<file path="src/design/cache_pkg.sv">
// cache geometry and shared types

package cache_pkg;

    localparam int ADDR_W   = 32;
    localparam int DATA_W   = 32;
    localparam int BYTE_W   = 8;
    localparam int LANES    = DATA_W / BYTE_W;   // 4 bytes per word
    localparam int OFFSET_W = 2;
    localparam int SET_W    = 8;
    localparam int SETS     = 1 << SET_W;
    localparam int TAG_W    = ADDR_W - SET_W - OFFSET_W;

    // miss controller state encoding
    localparam int STATE_W = 2;
    localparam logic [STATE_W-1:0] ST_IDLE      = 2'd0;
    localparam logic [STATE_W-1:0] ST_WRITEBACK = 2'd1;
    localparam logic [STATE_W-1:0] ST_FETCH     = 2'd2;
    localparam logic [STATE_W-1:0] ST_UPDATE    = 2'd3;

    // one data word, seen whole or as byte lanes
    typedef union packed {
        logic [DATA_W-1:0]             word;
        logic [LANES-1:0][BYTE_W-1:0]  lanes;   // lane 0 is the low byte
    } word_u;

endpackage

</file>
<file path="src/design/lookup_if.sv">
// lookup and fill signals between controller and store

`timescale 1ns/1ps

interface lookup_if;
    import cache_pkg::*;

    logic               hit;            // valid tag match on an active op
    logic               hit_way;
    logic               victim_way;     // lru choice for replacement
    logic               victim_dirty;
    logic [TAG_W-1:0]   victim_tag;
    logic [DATA_W-1:0]  victim_data;
    logic               fill_en;        // controller in UPDATE

    modport store (
        output hit, hit_way, victim_way, victim_dirty, victim_tag, victim_data,
        input  fill_en
    );

    modport ctrl (
        input  hit, victim_dirty, victim_tag, victim_data,
        output fill_en
    );

endinterface

</file>
<file path="src/design/cache_ctrl.sv">
// miss handling state machine

`timescale 1ns/1ps

module cache_ctrl (
    input  logic                         clk_i,
    input  logic                         rst_i,
    input  logic                         rd_en_i,
    input  logic                         wr_en_i,
    input  logic [cache_pkg::ADDR_W-1:0] addr_i,
    lookup_if.ctrl                       lk,
    output logic                         cache_miss_o,
    output logic                         stall_o,
    output logic [cache_pkg::ADDR_W-1:0] mem_addr_o,
    output logic                         mem_wr_en_o,
    output logic [cache_pkg::DATA_W-1:0] mem_wdata_o
);
    import cache_pkg::*;

    logic [STATE_W-1:0] state_q;
    logic [STATE_W-1:0] state_d;
    logic               miss;
    logic [SET_W-1:0]   set_idx;

    assign set_idx = addr_i[OFFSET_W +: SET_W];
    assign miss    = (rd_en_i || wr_en_i) && !lk.hit;

    always_comb begin
        state_d = state_q;
        case (state_q)
            ST_IDLE: begin
                if (miss) begin
                    state_d = lk.victim_dirty ? ST_WRITEBACK : ST_FETCH;
                end
            end
            ST_WRITEBACK: state_d = ST_FETCH;
            ST_FETCH:     state_d = ST_UPDATE;
            default:      state_d = ST_IDLE;    // UPDATE returns to idle
        endcase
    end

    always_ff @(posedge clk_i) begin
        if (rst_i) begin
            state_q <= ST_IDLE;
        end else begin
            state_q <= state_d;
        end
    end

    assign lk.fill_en   = (state_q == ST_UPDATE);
    assign cache_miss_o = miss;
    assign stall_o      = (state_q != ST_IDLE) || miss;   // idle stalls only on a miss

    always_comb begin
        mem_addr_o  = addr_i;
        mem_wr_en_o = 1'b0;
        mem_wdata_o = '0;
        case (state_q)
            ST_WRITEBACK: begin
                // victim goes back to its own aligned address
                mem_addr_o  = {lk.victim_tag, set_idx, {OFFSET_W{1'b0}}};
                mem_wr_en_o = 1'b1;
                mem_wdata_o = lk.victim_data;
            end
            ST_FETCH, ST_UPDATE: begin
                mem_addr_o = {addr_i[ADDR_W-1:OFFSET_W], {OFFSET_W{1'b0}}};
            end
            default: ;
        endcase
    end

endmodule

</file>
<file path="src/flat_wrapper.sv">
// flat-port wrapper written by rule: the top's interface ports become plain ports
module cache_ctrl_flat import cache_pkg::*;
  (clk_i, rst_i, rd_en_i, wr_en_i, addr_i, cache_miss_o, stall_o, mem_addr_o, mem_wr_en_o, mem_wdata_o, lk_hit, lk_victim_dirty, lk_victim_tag, lk_victim_data, lk_fill_en);
  lookup_if lk_i ();
  input  logic clk_i;
  input  logic rst_i;
  input  logic rd_en_i;
  input  logic wr_en_i;
  input  logic [cache_pkg::ADDR_W-1:0] addr_i;
  output logic cache_miss_o;
  output logic stall_o;
  output logic [cache_pkg::ADDR_W-1:0] mem_addr_o;
  output logic mem_wr_en_o;
  output logic [cache_pkg::DATA_W-1:0] mem_wdata_o;
  input wire logic [$bits(lk_i.hit)-1:0] lk_hit;
  input wire logic [$bits(lk_i.victim_dirty)-1:0] lk_victim_dirty;
  input wire logic [$bits(lk_i.victim_tag)-1:0] lk_victim_tag;
  input wire logic [$bits(lk_i.victim_data)-1:0] lk_victim_data;
  output wire logic [$bits(lk_i.fill_en)-1:0] lk_fill_en;
  assign lk_i.hit = lk_hit;
  assign lk_i.victim_dirty = lk_victim_dirty;
  assign lk_i.victim_tag = lk_victim_tag;
  assign lk_i.victim_data = lk_victim_data;
  assign lk_fill_en = lk_i.fill_en;
  cache_ctrl u_core (.clk_i(clk_i), .rst_i(rst_i), .rd_en_i(rd_en_i), .wr_en_i(wr_en_i), .addr_i(addr_i), .lk(lk_i), .cache_miss_o(cache_miss_o), .stall_o(stall_o), .mem_addr_o(mem_addr_o), .mem_wr_en_o(mem_wr_en_o), .mem_wdata_o(mem_wdata_o));
endmodule
</file>
<file path="config.mk">
export PLATFORM = sky130hd
export DESIGN_NAME = cache_ctrl_flat
export DESIGN_NICKNAME = d
export VERILOG_FILES = /design/src/design/cache_pkg.sv /design/src/design/lookup_if.sv /design/src/design/cache_ctrl.sv /design/src/flat_wrapper.sv
export SDC_FILE = /design/constraint.sdc
export NUM_CORES = 1
export LEC_CHECK = 0
export ABC_AREA = 1
export BUFFER_PORTS_ARGS = -buffer_cell sky130_fd_sc_hd__clkbuf_2
export CAP_MARGIN = 20
export CORE_AREA = 2 2 63 65
export DETAILED_ROUTE_END_ITERATION = 6
export DIE_AREA = 0 0 65 67
export GPL_TIMING_DRIVEN = 0
export PLACE_DENSITY = 0.81
export SYNTH_ARGS = -nofsm -noshare
export SYNTH_HDL_FRONTEND = slang
export SYNTH_SLANG_ARGS = --single-unit
</file>
<file path="constraint.sdc">
create_clock -name clk_i -period 1.4 [get_ports clk_i]
set_input_delay 0 -clock clk_i [delete_from_list [all_inputs] [get_ports clk_i]]
set_output_delay 0 -clock clk_i [all_outputs]
set_load 0.02 [all_outputs]
</file>
==> flow_metrics.tcl <==
set metrics [dict create \
    min_period_ns 1.49 \
    regMostFlops "u_core.state_q" \
    fmax_ghz 0.673 \
    min_path_type "in2reg" \
    hpwl_um 3330 \
    drtAntennaViolNets 0 \
    layout.nets 459 \
    fin_worst_skew_ns 0.00158 \
    path_clk_slew_ns 0.03 \
    synth_cells 190 \
    dpl_cell_area_um2 1790 \
    critPathArrivalTime_ns 1.49 \
    synth_cell_type_count 14 \
    wire_per_inst_um 11.7 \
    clk_path_buf_depth 2 \
    die_y_um 67 \
    crit_type "reg2out" \
    top_regs "u_core.state_q x2" \
    violations "setup timing" \
    ys_warn_count 0 \
    io_buffers 151 \
    cp_cell_sequence "inv_6, ha_1, buf_6, buf_4, buf_6, nand2_1, inv_1, buf_4" \
    numCtsBuffers 3 \
    seq_area_frac_synth_pct 4.10 \
    htree_levels 1 \
    drcViolationCount 0 \
    worstPathMaxFanout 9 \
    grt_usage_pct 17.7 \
    area.growth.synth_to_final_pct 141 \
    clock_latency_ns 0.21 \
    n_antenna_cell 0 \
    rows 22 \
    fillers 334 \
    grt_pass1_wl_um 6150 \
    die_width_um 65 \
    worst_ep_required_time_ns 1.40 \
    total_leakage_power_nw 1.63 \
    routed_wl_um 4750 \
    drv_slew 0 \
    fin_ws_ns -0.0867 \
    multi_input_area_um2 702 \
    slew-limit-headroom_pct 86.2 \
    drtIter0Drc 31 \
    tightestPinTransition_ns 0.206 \
    grt_pass1_vias 1457 \
    hold_viol_final 0 \
    end_kind "output port" \
    syn_avg_cell_area_um2 5.14 \
    io_pins 160 \
    setup_violations 32 \
    initial_core_util_pct 27.1 \
    status "complete, but fails checks" \
    vias_per_cell 4.18 \
    gr-total-overflow 0 \
    drive_above_1_share_pct 61.2 \
    maxCapViolations 0 \
    stdcell_area_um2 2350 \
    syn-cell-area_um2 977 \
    finalCritPeriodShare_pct 106 \
    power_density_nw_per_um2 2210 \
    startpoint_type "register" \
    place_congestion 0.735 \
    first_pass_iters 4 \
    crit_path_max_incr_delay_ns 0.39 \
    power_mw 5.21 \
    ir_worst_vdd_mv 1.37 \
    register_area_um2 47.5 \
    holdWs_ns 0.0421 \
    largest_reg_flops 2 \
    grt_max_degree 11 \
    grt_antenna_before_repair 0 \
    ys_seq_elements 2 \
    core_area_um2 3610 \
    synth_nets 289 \
    rsz0062_at_grt "true" \
    die_area_um2 4360 \
    crit_path_top_delay_cell "dfxtp_4" \
    vias 1699 \
    tritoncts "done" \
    numClockSinks 2 \
    clockRootBuffer "clkbuf_8" \
]
[stage by stage]
step	setup WS [ns]	std cells	setup TNS [ns]	utilization (%)
2_1_floorplan	-0.00291	190	-0.0262	-
3_3_place_gp	-0.145	389	-2.53	49.7
3_5_place_dp	-0.192	389	-3.56	49.7
4_1_cts	-0.0735	401	-1.28	55.9
5_1_grt	-0.156	406	-4.31	65.3
6_report	-0.0867	406	-1.85	65.3
[what timing repair did]
| item | CTS | global route |
|---|---|---|
| setup endpoints to repair | 54 | 53 |
| hold endpoints to repair | 0 | 0 |
| cloned | 2 | 2 |
| hold buffers | 0 | 0 |
| pin swaps | 2 | 1 |
| gates resized for setup | 46 | 127 |
| setup buffers | 7 | 3 |
[cells by family after synthesis]
| group | count (synthesis) | synth area share, % |
|---|---|---|
| adders and majority gates | 7 | 8.96 |
| and+or+nand+nor | 75 | 33.3 |
| DFF | 2 | 4.10 |
| AOI/OAI and AO/OA | 23 | 15.9 |
| buffers and inverters | 83 | 37.8 |
[layout by cell type (no fill, tap or decap)]
master	synthesis	routed
clkbuf_2	0	108
inv_1	65	62
nand2_1	43	41
buf_4	9	32
buf_6	2	31
nand3_1	25	22
o21ai_2	10	12
o21ai_4	0	7
buf_2	7	7
nor2_1	6	6
buf_8	0	4
ha_1	7	4
o21ai_1	1	3
nand3_2	0	3
clkbuf_8	0	3
inv_6	0	2
nand2_2	0	2
ha_4	0	2
dfxtp_4	0	2
o21bai_1	1	1
nor3_4	1	1
inv_2	0	1
ha_2	0	1
clkbuf_16	0	1
[critical path, delay by kind of cell, from the launching register on]
family	cells	cell delay (ns)
buffers and inverters	6	0.66
adder cells (fa/ha/maj)	1	0.18
flip-flops	1	0.39
AND/OR/NAND/NOR	1	0.06
[routing by layer]
| metal | wire, um | track usage, % | up-vias | part of all wire [%] |
|---|---|---|---|---|
| li1 | - | - | 878 | - |
| met1 | 1510 | 18.4 | 735 | 32 |
| met2 | 2760 | 36.0 | 82 | 58 |
| met3 | 435 | 3.89 | 4 | 9.2 |
| met4 | 44 | 3.46 | 0 | 0.93 |
| met5 | 0 | 0 | - | 0 |
[path summary, 6_finish.rpt]
check,from,end,slack [ns],cells after the start
max,u_core.state_q[1],mem_wdata_o[20],-0.09,8
min,rst_i,u_core.state_q[0],0.04,4
max reg2reg,u_core.state_q[1],u_core.state_q[1],0.14,9
min reg2reg,u_core.state_q[1],u_core.state_q[0],0.68,4
[power by group]
part	total, mW	internal, mW	switching [mW]
combinational	4.80	2.25	2.55
clock	0.228	0.182	0.0464
sequential	0.180	0.106	0.0747
total	5.21	2.54	2.67
[cell type report]
cell class,instances,area share [%]
Clock buffer,3,1.75
Multi-Input combinational cell,105,29.8
Timing Repair Buffer,165,45.4
Sequential cell,2,2.02
Inverter,65,10.8
Tap cell,48,2.55
Buffer,18,7.65
[synthesized netlist by cell type]
cell type | instances | area, um^2
nor2_1 | 6 | 22.5
o21bai_1 | 1 | 7.51
nor3_4 | 1 | 16.3
inv_1 | 65 | 244
nand2_1 | 43 | 161
o21ai_1 | 1 | 5.00
buf_4 | 9 | 67.6
buf_2 | 7 | 35.0
o21ai_2 | 10 | 87.6
o21ai_0 | 11 | 55.1
ha_1 | 7 | 87.6
dfxtp_1 | 2 | 40.0
buf_6 | 2 | 22.5
nand3_1 | 25 | 125
Power figures use the tool's default switching activity.
