`src/design/cache_pkg.sv`:
```
// cache geometry and shared types

package cache_pkg;

    localparam int ADDR_W   = 32;
    localparam int DATA_W   = 32;
    localparam int BYTE_W   = 8;
    localparam int LANES    = DATA_W / BYTE_W;   // 4 bytes per word
    localparam int OFFSET_W = 2;
    localparam int SET_W    = 8;
    localparam int SETS     = 1 << SET_W;
    localparam int TAG_W    = ADDR_W - SET_W - OFFSET_W;

    // miss controller state encoding
    localparam int STATE_W = 2;
    localparam logic [STATE_W-1:0] ST_IDLE      = 2'd0;
    localparam logic [STATE_W-1:0] ST_WRITEBACK = 2'd1;
    localparam logic [STATE_W-1:0] ST_FETCH     = 2'd2;
    localparam logic [STATE_W-1:0] ST_UPDATE    = 2'd3;

    // one data word, seen whole or as byte lanes
    typedef union packed {
        logic [DATA_W-1:0]             word;
        logic [LANES-1:0][BYTE_W-1:0]  lanes;   // lane 0 is the low byte
    } word_u;

endpackage

```
`src/design/lane_align.sv`:
```
// byte lane select and merge

`timescale 1ns/1ps

module lane_align (
    input  logic [cache_pkg::ADDR_W-1:0] addr_i,
    input  logic                         word_op_i,
    input  logic                         wr_en_i,
    input  logic [cache_pkg::DATA_W-1:0] wdata_i,
    input  cache_pkg::word_u             line_i,
    input  logic [cache_pkg::DATA_W-1:0] mem_rdata_i,
    input  logic                         fill_i,
    input  logic                         hit_i,
    output cache_pkg::word_u             store_word_o,
    output cache_pkg::word_u             fill_word_o,
    output logic [cache_pkg::DATA_W-1:0] rdata_o
);
    import cache_pkg::*;

    logic [OFFSET_W-1:0] offset;
    word_u               wdata_w;
    word_u               mem_w;
    word_u               src;

    // put the store data into base, whole word or one lane
    function automatic word_u merge(word_u base, word_u data, logic [OFFSET_W-1:0] off,
                                    logic whole);
        word_u res;
        res = base;
        if (whole) begin
            res.word = data.word;
        end else begin
            res.lanes[off] = data.lanes[0];
        end
        return res;
    endfunction

    assign offset  = addr_i[OFFSET_W-1:0];
    assign wdata_w = wdata_i;
    assign mem_w   = mem_rdata_i;

    // memory word wins during a fill, the cached line on a hit
    assign src = fill_i ? mem_w : (hit_i ? line_i : '0);

    assign rdata_o = word_op_i ? src.word : {{(DATA_W-BYTE_W){1'b0}}, src.lanes[offset]};

    assign store_word_o = merge(line_i, wdata_w, offset, word_op_i);
    assign fill_word_o  = wr_en_i ? merge(mem_w, wdata_w, offset, word_op_i) : mem_w;

endmodule

```
`config.mk`:
```
export PLATFORM = sky130hd
export DESIGN_NAME = lane_align
export DESIGN_NICKNAME = d
export VERILOG_FILES = /design/src/design/cache_pkg.sv /design/src/design/lane_align.sv
export SDC_FILE = /design/constraint.sdc
export NUM_CORES = 1
export LEC_CHECK = 0
export BUFFER_PORTS_ARGS = -buffer_cell sky130_fd_sc_hd__buf_4
export CORE_MARGIN = 2
export CORE_UTILIZATION = 25
export DETAILED_ROUTE_END_ITERATION = 16
export GPL_ROUTABILITY_DRIVEN = 0
export GPL_TIMING_DRIVEN = 1
export PLACE_DENSITY = 0.74
export SKIP_LAST_GASP = 1
export SYNTH_ARGS = -nofsm -noshare
export SYNTH_HDL_FRONTEND = slang
export SYNTH_SLANG_ARGS = --single-unit
```
`constraint.sdc`:
```
create_clock -name vclk -period 3.65
set_input_delay 0.5475 -clock vclk [all_inputs]
set_output_delay 0.5475 -clock vclk [all_outputs]
set_load 0.1 [all_outputs]
```
==> summary.txt, run 1 <==
Flow run
  • Maxcap violations: 0

Placed design
  • Placed instance count: around 620
  • Post-DP HPWL: 8.15 mm
  • Port bufs: 198
  • Post-DP Area: between 3000 and 4000 um2

Global route
  • Antenna violations before repair: 0
  • Overall Global Routing Usage: 22.0%
  • Overflow after GRT: 0
  • Vias in the first global route: 2960
  • Largest net degree at the start of global routing: 65
  • First-pass GRT wire length: 15.6 mm

Yosys
  • Post-synth top cells: nand2_1 (64), nor2_1 (64), a21oi_1 (56)
  • Synthesized Nets: 482
  • Post-synth top area cell: a21oi_1
  • Netlist cell types: 27
  • Top post-synthesis cells by area: a21oi_1 (14%), mux2i_1 (12%), nand2_1 (12%), nor2_1 (12%), o22ai_1 (7.4%)
  • Synth warn: 0
  • Post-synthesis sequential area ratio: 0%
  • Mapped Avg Cell Area: 5.77 um2
  • Syn Inst Count: 350
  • Cell Area, Synth: 2020 um2
  • Yosys top cell area share: 13.9%

Pwr
  • Pwr Total: 1.14 mW
  • Clock power share: 0%
  • PwrDens: around 330 nW/um2
  • Sw Ratio: 76.1%
  • Sequential Power Share: 0%
  • Comb power frac: 100.0%
  • Pint: around 0.27 mW
  • P_sw: ~0.87 mW
  • LEAKAGE: 1.73 nW
  • Maximum VDD drop: 0.110 mV

Drt
  • Vias: 3212
  • DR iter-0 viols: around 160
  • DRT antenna net count: 0
  • DR WL/cell: 17.1 um
  • Drt via density: 5.17
  • Final wirelength: 10.6 mm
  • 1st-pass router iterations: 5
  • Post-route DRC: 0

Worst setup path
  • CP Data Arrival Time: 2140 ps
  • Worst setup SP type: input pin
  • Worst Setup End Kind: output port
  • Critical path class: in -> out
  • Critical-path maximum fanout: 17
  • Critical path origin: addr_i[1]
  • Worst Path Required: 3100 ps

Timing
  • RSZ-0062 raised after global routing: no
  • Final Hold Vio Count: 0
  • Fmax achieved: 0.372 GHz
  • Clock period minus worst slack: 2690 ps
  • Period utilization: 73.6%
  • Hold slack: 1550 ps
  • Fin Setup TNS: 0 ps
  • Slew headroom: 60.3%
  • Final setup fails: 0
  • Worst-margin pin slew: 594 ps
  • Max Transition Viols Final: 0

Layout
  • Post-route cell area: ~3500 um2
  • Fin cells: 621
  • Share of cells above drive strength 1: 43.7%
  • P&R area growth vs syn: 72.1%
  • Fin nets: approximately 650
  • Footprint of the multi-input gates: approximately 1800 um2
  • Clock buffer cells: 0
  • Seq Cell Count: 0
  • Filler cells: 800
  • Flip-flop and latch area: 0 um2
  • Inserted Diodes: 0

Floorplan
  • Die Ht: around 94 um
  • Site Rows: 32
  • Starting Density: 26.0%
  • Core Footprint: 7770 um2
  • Ports: 228
  • Die Span X: 93.9 um
  • Die ar.: 8820 um2

CTS
  • PostCTS Resize Cnt: 0
  • Post-CTS setup buffer count: 0
  • CTS hold repair buffers: 0

Hold path
  • Hold Crit Depth: 4
  • Hold path endpoint: store_word_o[25]
  • HP Class: in -> out
  • Hold wc startpoint: wdata_i[25]

Status
  • Status: complete, no violations
layer usage:
| metal | global-route usage, % | part of all wire [%] |
|---|---|---|
| met4 | 4.35 | 1.4 |
| met1 | 27.3 | 40 |
| met3 | 2.73 | 7.7 |
| met5 | 0 | 0 |
| met2 | 40.4 | 51 |
power groups by stage:
stage | Combinational (mW) | Clock [mW] | Sequential (mW)
after floorplan | 0.857 | 0 | 0
after global placement | 1.13 | 0 | 0
after detailed placement | 1.14 | 0 | 0
after CTS | 1.14 | 0 | 0
after global routing | 1.18 | 0 | 0
final | 1.14 | 0 | 0
cells in the final DEF, fill, tap and decap left out, drive strengths merged, types with 2 or more instances in the layout:
cell type	count
o21a	2
o22ai	24
a21oi	56
mux2i	24
a22oi	8
nor2b	2
o221ai	8
nand2	69
nor2	64
and2	17
mux2	16
o21ai	25
buf	202
how the worst max path moves through the flow:
stage | to | slack [ps] | cells after the start
global placement | fill_word_o[19] | 1030 | 6
CTS | rdata_o[7] | 980 | 5
finish | fill_word_o[20] | 960 | 6
global route | fill_word_o[22] | 830 | 6
detailed placement | rdata_o[7] | 990 | 5
floorplan | rdata_o[5] | 380 | 6
worst max-delay path, stage by stage:
cell	delay (ps)
buf_4	130
nor2b_4	530
o21a_1	390
nor2_1	110
a21oi_1	130
buf_4	300
through the flow:
step	setup slack (ps)	utilization, %
after floorplan	378	-
after global placement	1030	44.8
after detailed placement	992	44.8
after CTS	982	44.8
after global routing	829	44.8
final	965	44.8
cells by family after synthesis:
logic type | share of synthesized area, %
compound gates | 36.2
simple gates | 32.0
buf+inv | 9.60
mux | 22.3
cell type report:
type	count	share of cell area [%]
multi-input combinational	316	52.5
timing repair buffer	202	43.6
tap	102	3.67
inverter	1	0.180
(Power assumes the default switching activity.)
==> inputs of run 2 (changes only) <==
==> constraint.sdc (replaced) <==
create_clock -name vclk -period 2.7
set_input_delay 0.405 -clock vclk [all_inputs]
set_output_delay 0.405 -clock vclk [all_outputs]
set_load 0.1 [all_outputs]
==> summary.txt, run 2 (same netlist as run 1, synthesis figures left out) <==
Layout
  • Flip-flop and latch area: 0 um2
  • Share of cells above drive strength 1: 52.8%
  • Filler cells: 802
  • Fin nets: 659
  • Clock buffer cells: 0
  • Footprint of the multi-input gates: slightly above 2000 um2
  • Fin cells: between 600 and 700
  • P&R area growth vs syn: 83.5%
  • Seq Cell Count: 0
  • Final core utilization: between 40% and 50%
  • Commonest non-fill, non-tap cells in the layout: buf_4 (208), nor2_1 (64), nand2_1 (64)
  • Commonest non-fill, non-tap cell in the layout: buf_4
  • Inserted Diodes: 0

Drt
  • DRT antenna net count: 0
  • DR iter-0 viols: 111
  • Vias: 3339
  • 1st-pass router iterations: 4
  • Drt via density: between 5 and 6
  • Final wirelength: ~11 mm
  • DR WL/cell: 17.3 um
  • Post-route DRC: 0

Pwr
  • P_sw: 1.20 mW
  • Sequential Power Share: 0%
  • Pint: a little under 0.4 mW
  • Maximum VDD drop: 0.223 mV
  • LEAKAGE: 1.77 nW
  • PwrDens: 430 nW/um2
  • Sw Ratio: between 70 and 80%
  • Clock power share: 0%
  • Comb power frac: 100.0%

Timing
  • Hold slack: 1270 ps
  • Slew headroom: 60.8%
  • Final Hold Vio Count: 0
  • Clock period minus worst slack: 2320 ps
  • Final setup fails: 0
  • RSZ-0062 raised after global routing: no
  • Worst Setup Slack, final: 381 ps
  • Max Transition Viols Final: 0
  • Fin Setup TNS: 0 ps
  • Period utilization: between 80 and 90%
  • Fmax achieved: roughly 0.43 GHz
  • Worst-margin pin slew: 588 ps

Placed design
  • Port bufs: 198
  • Post-DP HPWL: 8.52 mm
  • Place WS: around 380 ps
  • Placed instance count: 627

Worst setup path
  • Worst Setup End Kind: output port
  • Critical path class: in -> out
  • Worst path most repeated cell: buf_4
  • CP max stage cell: and2_0
  • Critical-path maximum fanout: 9
  • Worst Path Required: approximately 2300 ps
  • CP Data Arrival Time: 1910 ps
  • Critical path origin: addr_i[0]
  • Critical Path Max Stage Delay: approximately 500 ps
  • Crit-path cells: buf_4, and2_0, nand2_2, o22ai_1, a21oi_2, buf_4
  • Worst setup SP type: input pin

Floorplan
  • Die Span X: 93.9 um
  • Die ar.: 8820 um2
  • Core Footprint: 7770 um2
  • Site Rows: 32
  • Starting Density: 26.0%
  • Ports: 228
  • Die Ht: 93.9 um

CTS
  • PostCTS Resize Cnt: 0
  • CTS hold repair buffers: 0
  • Post-CTS setup buffer count: 0

Global route
  • Overflow after GRT: 0
  • First-pass GRT wire length: about 16 mm
  • Vias in the first global route: 3165
  • Antenna violations before repair: 0
  • Largest net degree at the start of global routing: 54
  • Overall Global Routing Usage: 22.5%

Status
  • Status: complete, no violations

Hold path
  • Hold wc startpoint: wdata_i[11]
  • Hold Crit Depth: 4
  • Hold path endpoint: store_word_o[11]
  • HP Class: in -> out

Flow run
  • Maxcap violations: 0
[run 2: cell types whose count changed in the layout (fill, tap and decap cells not counted), sizes merged]
cell  change
buf       +6
[run 2: worst max-delay path by stage]
stage / cells after the start / endpoint
detailed placement: 6 / fill_word_o[26]
global placement: 6 / fill_word_o[26]
floorplan: 6 / store_word_o[24]
finish: 6 / fill_word_o[26]
CTS: 6 / fill_word_o[26]
global route: 6 / fill_word_o[31]
[run 2: area by class of cell]
type / count / area share (%)
multi-input cells: 316 / 54.3
repair buffers: 208 / 42.1
well taps: 102 / 3.44
inverters: 1 / 0.169
[run 2: worst max-delay path: cells and delay by family]
| kind | cells | cell delay (ps) |
|---|---|---|
| compound gates | 2 | 330 |
| buf+inv | 2 | 370 |
| simple gates | 2 | 790 |
[run 2: per-layer routing]
metal / vias up / share of wire, % / global-route usage, %
met1: 1562 / 41 / 28.1
met2: 183 / 49 / 41.8
met5: - / 0 / 0
li1: 1588 / - / -
met4: 0 / 0.37 / 1.93
met3: 6 / 9.4 / 3.61
[run 2: power groups by stage]
stage / clock network, mW / registers [mW] / logic (mW)
after floorplan: 0 / 0 / 1.20
after detailed placement: 0 / 0 / 1.59
after CTS: 0 / 0 / 1.59
after global placement: 0 / 0 / 1.58
after global routing: 0 / 0 / 1.65
final: 0 / 0 / 1.59
[run 2: stage by stage]
stage               area, um2  power [mW]
detailed placement       3710        1.59
global route             3710        1.65
finish                   3710        1.59
floorplan                2210        1.20
CTS                      3710        1.59
global placement         3710        1.58
==> inputs of run 3 (changes only) <==
--- a/config.mk
+++ b/config.mk
@@ -6,7 +6,7 @@
 export NUM_CORES = 1
 export LEC_CHECK = 0
 export BUFFER_PORTS_ARGS = -buffer_cell sky130_fd_sc_hd__buf_4
-export CORE_MARGIN = 2
+export CORE_ASPECT_RATIO = 0.8
 export CORE_UTILIZATION = 25
 export DETAILED_ROUTE_END_ITERATION = 16
 export GPL_ROUTABILITY_DRIVEN = 0
==> summary.txt, run 3 (same netlist as run 1, synthesis figures left out) <==
Status
  • Status: complete, no violations

CTS
  • PostCTS Resize Cnt: 0
  • CTS hold repair buffers: 0
  • Post-CTS setup buffer count: 0

Timing
  • Slew headroom: between 60% and 70%
  • Max Transition Viols Final: 0
  • Clock period minus worst slack: 2280 ps
  • Fmax achieved: ~0.44 GHz
  • RSZ-0062 raised after global routing: no
  • Period utilization: 84.5%
  • Final Hold Vio Count: 0
  • Worst-margin pin slew: around 560 ps
  • Hold slack: 1270 ps
  • Final setup fails: 0

Layout
  • Filler cells: about 760
  • Share of cells above drive strength 1: ~53%
  • Clock buffer cells: 0
  • Fin nets: 662
  • Commonest non-fill, non-tap cell in the layout: buf_4
  • Inserted Diodes: 0
  • P&R area growth vs syn: 85.4%
  • Flip-flop and latch area: 0 um2
  • Seq Cell Count: 0
  • Commonest non-fill, non-tap cells in the layout: buf_4 (210), nor2_1 (64), nand2_1 (64)

Floorplan
  • Site Rows: 28
  • Core Footprint: 7600 um2
  • Die Ht: 82.4 um
  • Ports: 228
  • Die Span X: 103 um
  • Die ar.: 8450 um2
  • Starting Density: between 20% and 30%

Worst setup path
  • CP Data Arrival Time: 1880 ps
  • Critical-path maximum fanout: 9
  • Worst setup SP type: input pin
  • Critical path class: in -> out
  • Worst Path Required: 2300 ps
  • Worst Setup End Kind: output port

Hold path
  • HP Class: in -> out
  • Hold Crit Depth: 4
  • Hold path endpoint: store_word_o[31]
  • Hold wc startpoint: wdata_i[31]

Global route
  • Overall Global Routing Usage: 22.9%
  • Largest net degree at the start of global routing: 50
  • Antenna violations before repair: 0
  • Vias in the first global route: 2893
  • Overflow after GRT: 0
  • First-pass GRT wire length: 15.0 mm

Placed design
  • Port bufs: 198
  • Post-DP HPWL: between 8 and 9 mm

Drt
  • Final wirelength: approximately 11 mm
  • 1st-pass router iterations: 4
  • Drt via density: 5.14
  • Post-route DRC: 0
  • DR iter-0 viols: approximately 110
  • Vias: 3252
  • DR WL/cell: 16.7 um
  • DRT antenna net count: 0

Pwr
  • LEAKAGE: ~1.8 nW
  • PwrDens: roughly 430 nW/um2
  • Pwr Total: between 1.5 and 2 mW
  • Maximum VDD drop: between 0.2 and 0.25 mV

Flow run
  • Maxcap violations: 0
[run 3: cell types whose count changed in the layout (fill, tap and decap cells not counted), sizes merged]
cell	before	now
buf	208	211
[run 3: power breakdown]
part	switching (mW)	total, mW	leakage (nW)	internal (mW)
registers	0	0	0	0
logic	1.20	1.59	1.79	0.395
clock network	0	0	0	0
total	1.20	1.59	1.79	0.395
[run 3: metrics by stage]
stage	instance area [um2]	TNS (ps)	utilization [%]	setup slack, ps	cells
2_1_floorplan	2210	-2170	-	-185	350
3_3_place_gp	3750	0	49.3	382	633
3_5_place_dp	3750	0	49.3	380	633
4_1_cts	3750	0	49.3	376	633
5_1_grt	3750	0	49.3	286	633
6_report	3750	0	49.3	417	633
[run 3: worst max-delay path by stage]
stage | from | to | slack (ps)
global route | addr_i[0] | fill_word_o[29] | 290
CTS | addr_i[0] | fill_word_o[24] | 380
floorplan | word_op_i | store_word_o[24] | -190
finish | addr_i[0] | fill_word_o[30] | 420
detailed placement | addr_i[0] | fill_word_o[24] | 380
global placement | addr_i[0] | fill_word_o[30] | 380
[run 3: cell type report]
class,count,area (um2),area share [%]
Multi-Input combinational cell,316,2010,53.7
Timing Repair Buffer,211,1600,42.6
Tap cell,105,131,3.51
Inverter,1,6.26,0.167
[run 3: per-layer routing]
layer  part of all wire (%)  GRT usage, %
met1                     42          28.8
met2                     50          42.5
met3                    7.3          2.10
met4                    1.0          4.43
met5                      0             0
[run 3: worst max-delay path: stages]
cell and delay [ps]:
buf_4 140, and2_0 490, nand2_2 280, o22ai_1 240
a21oi_2 80, buf_4 240
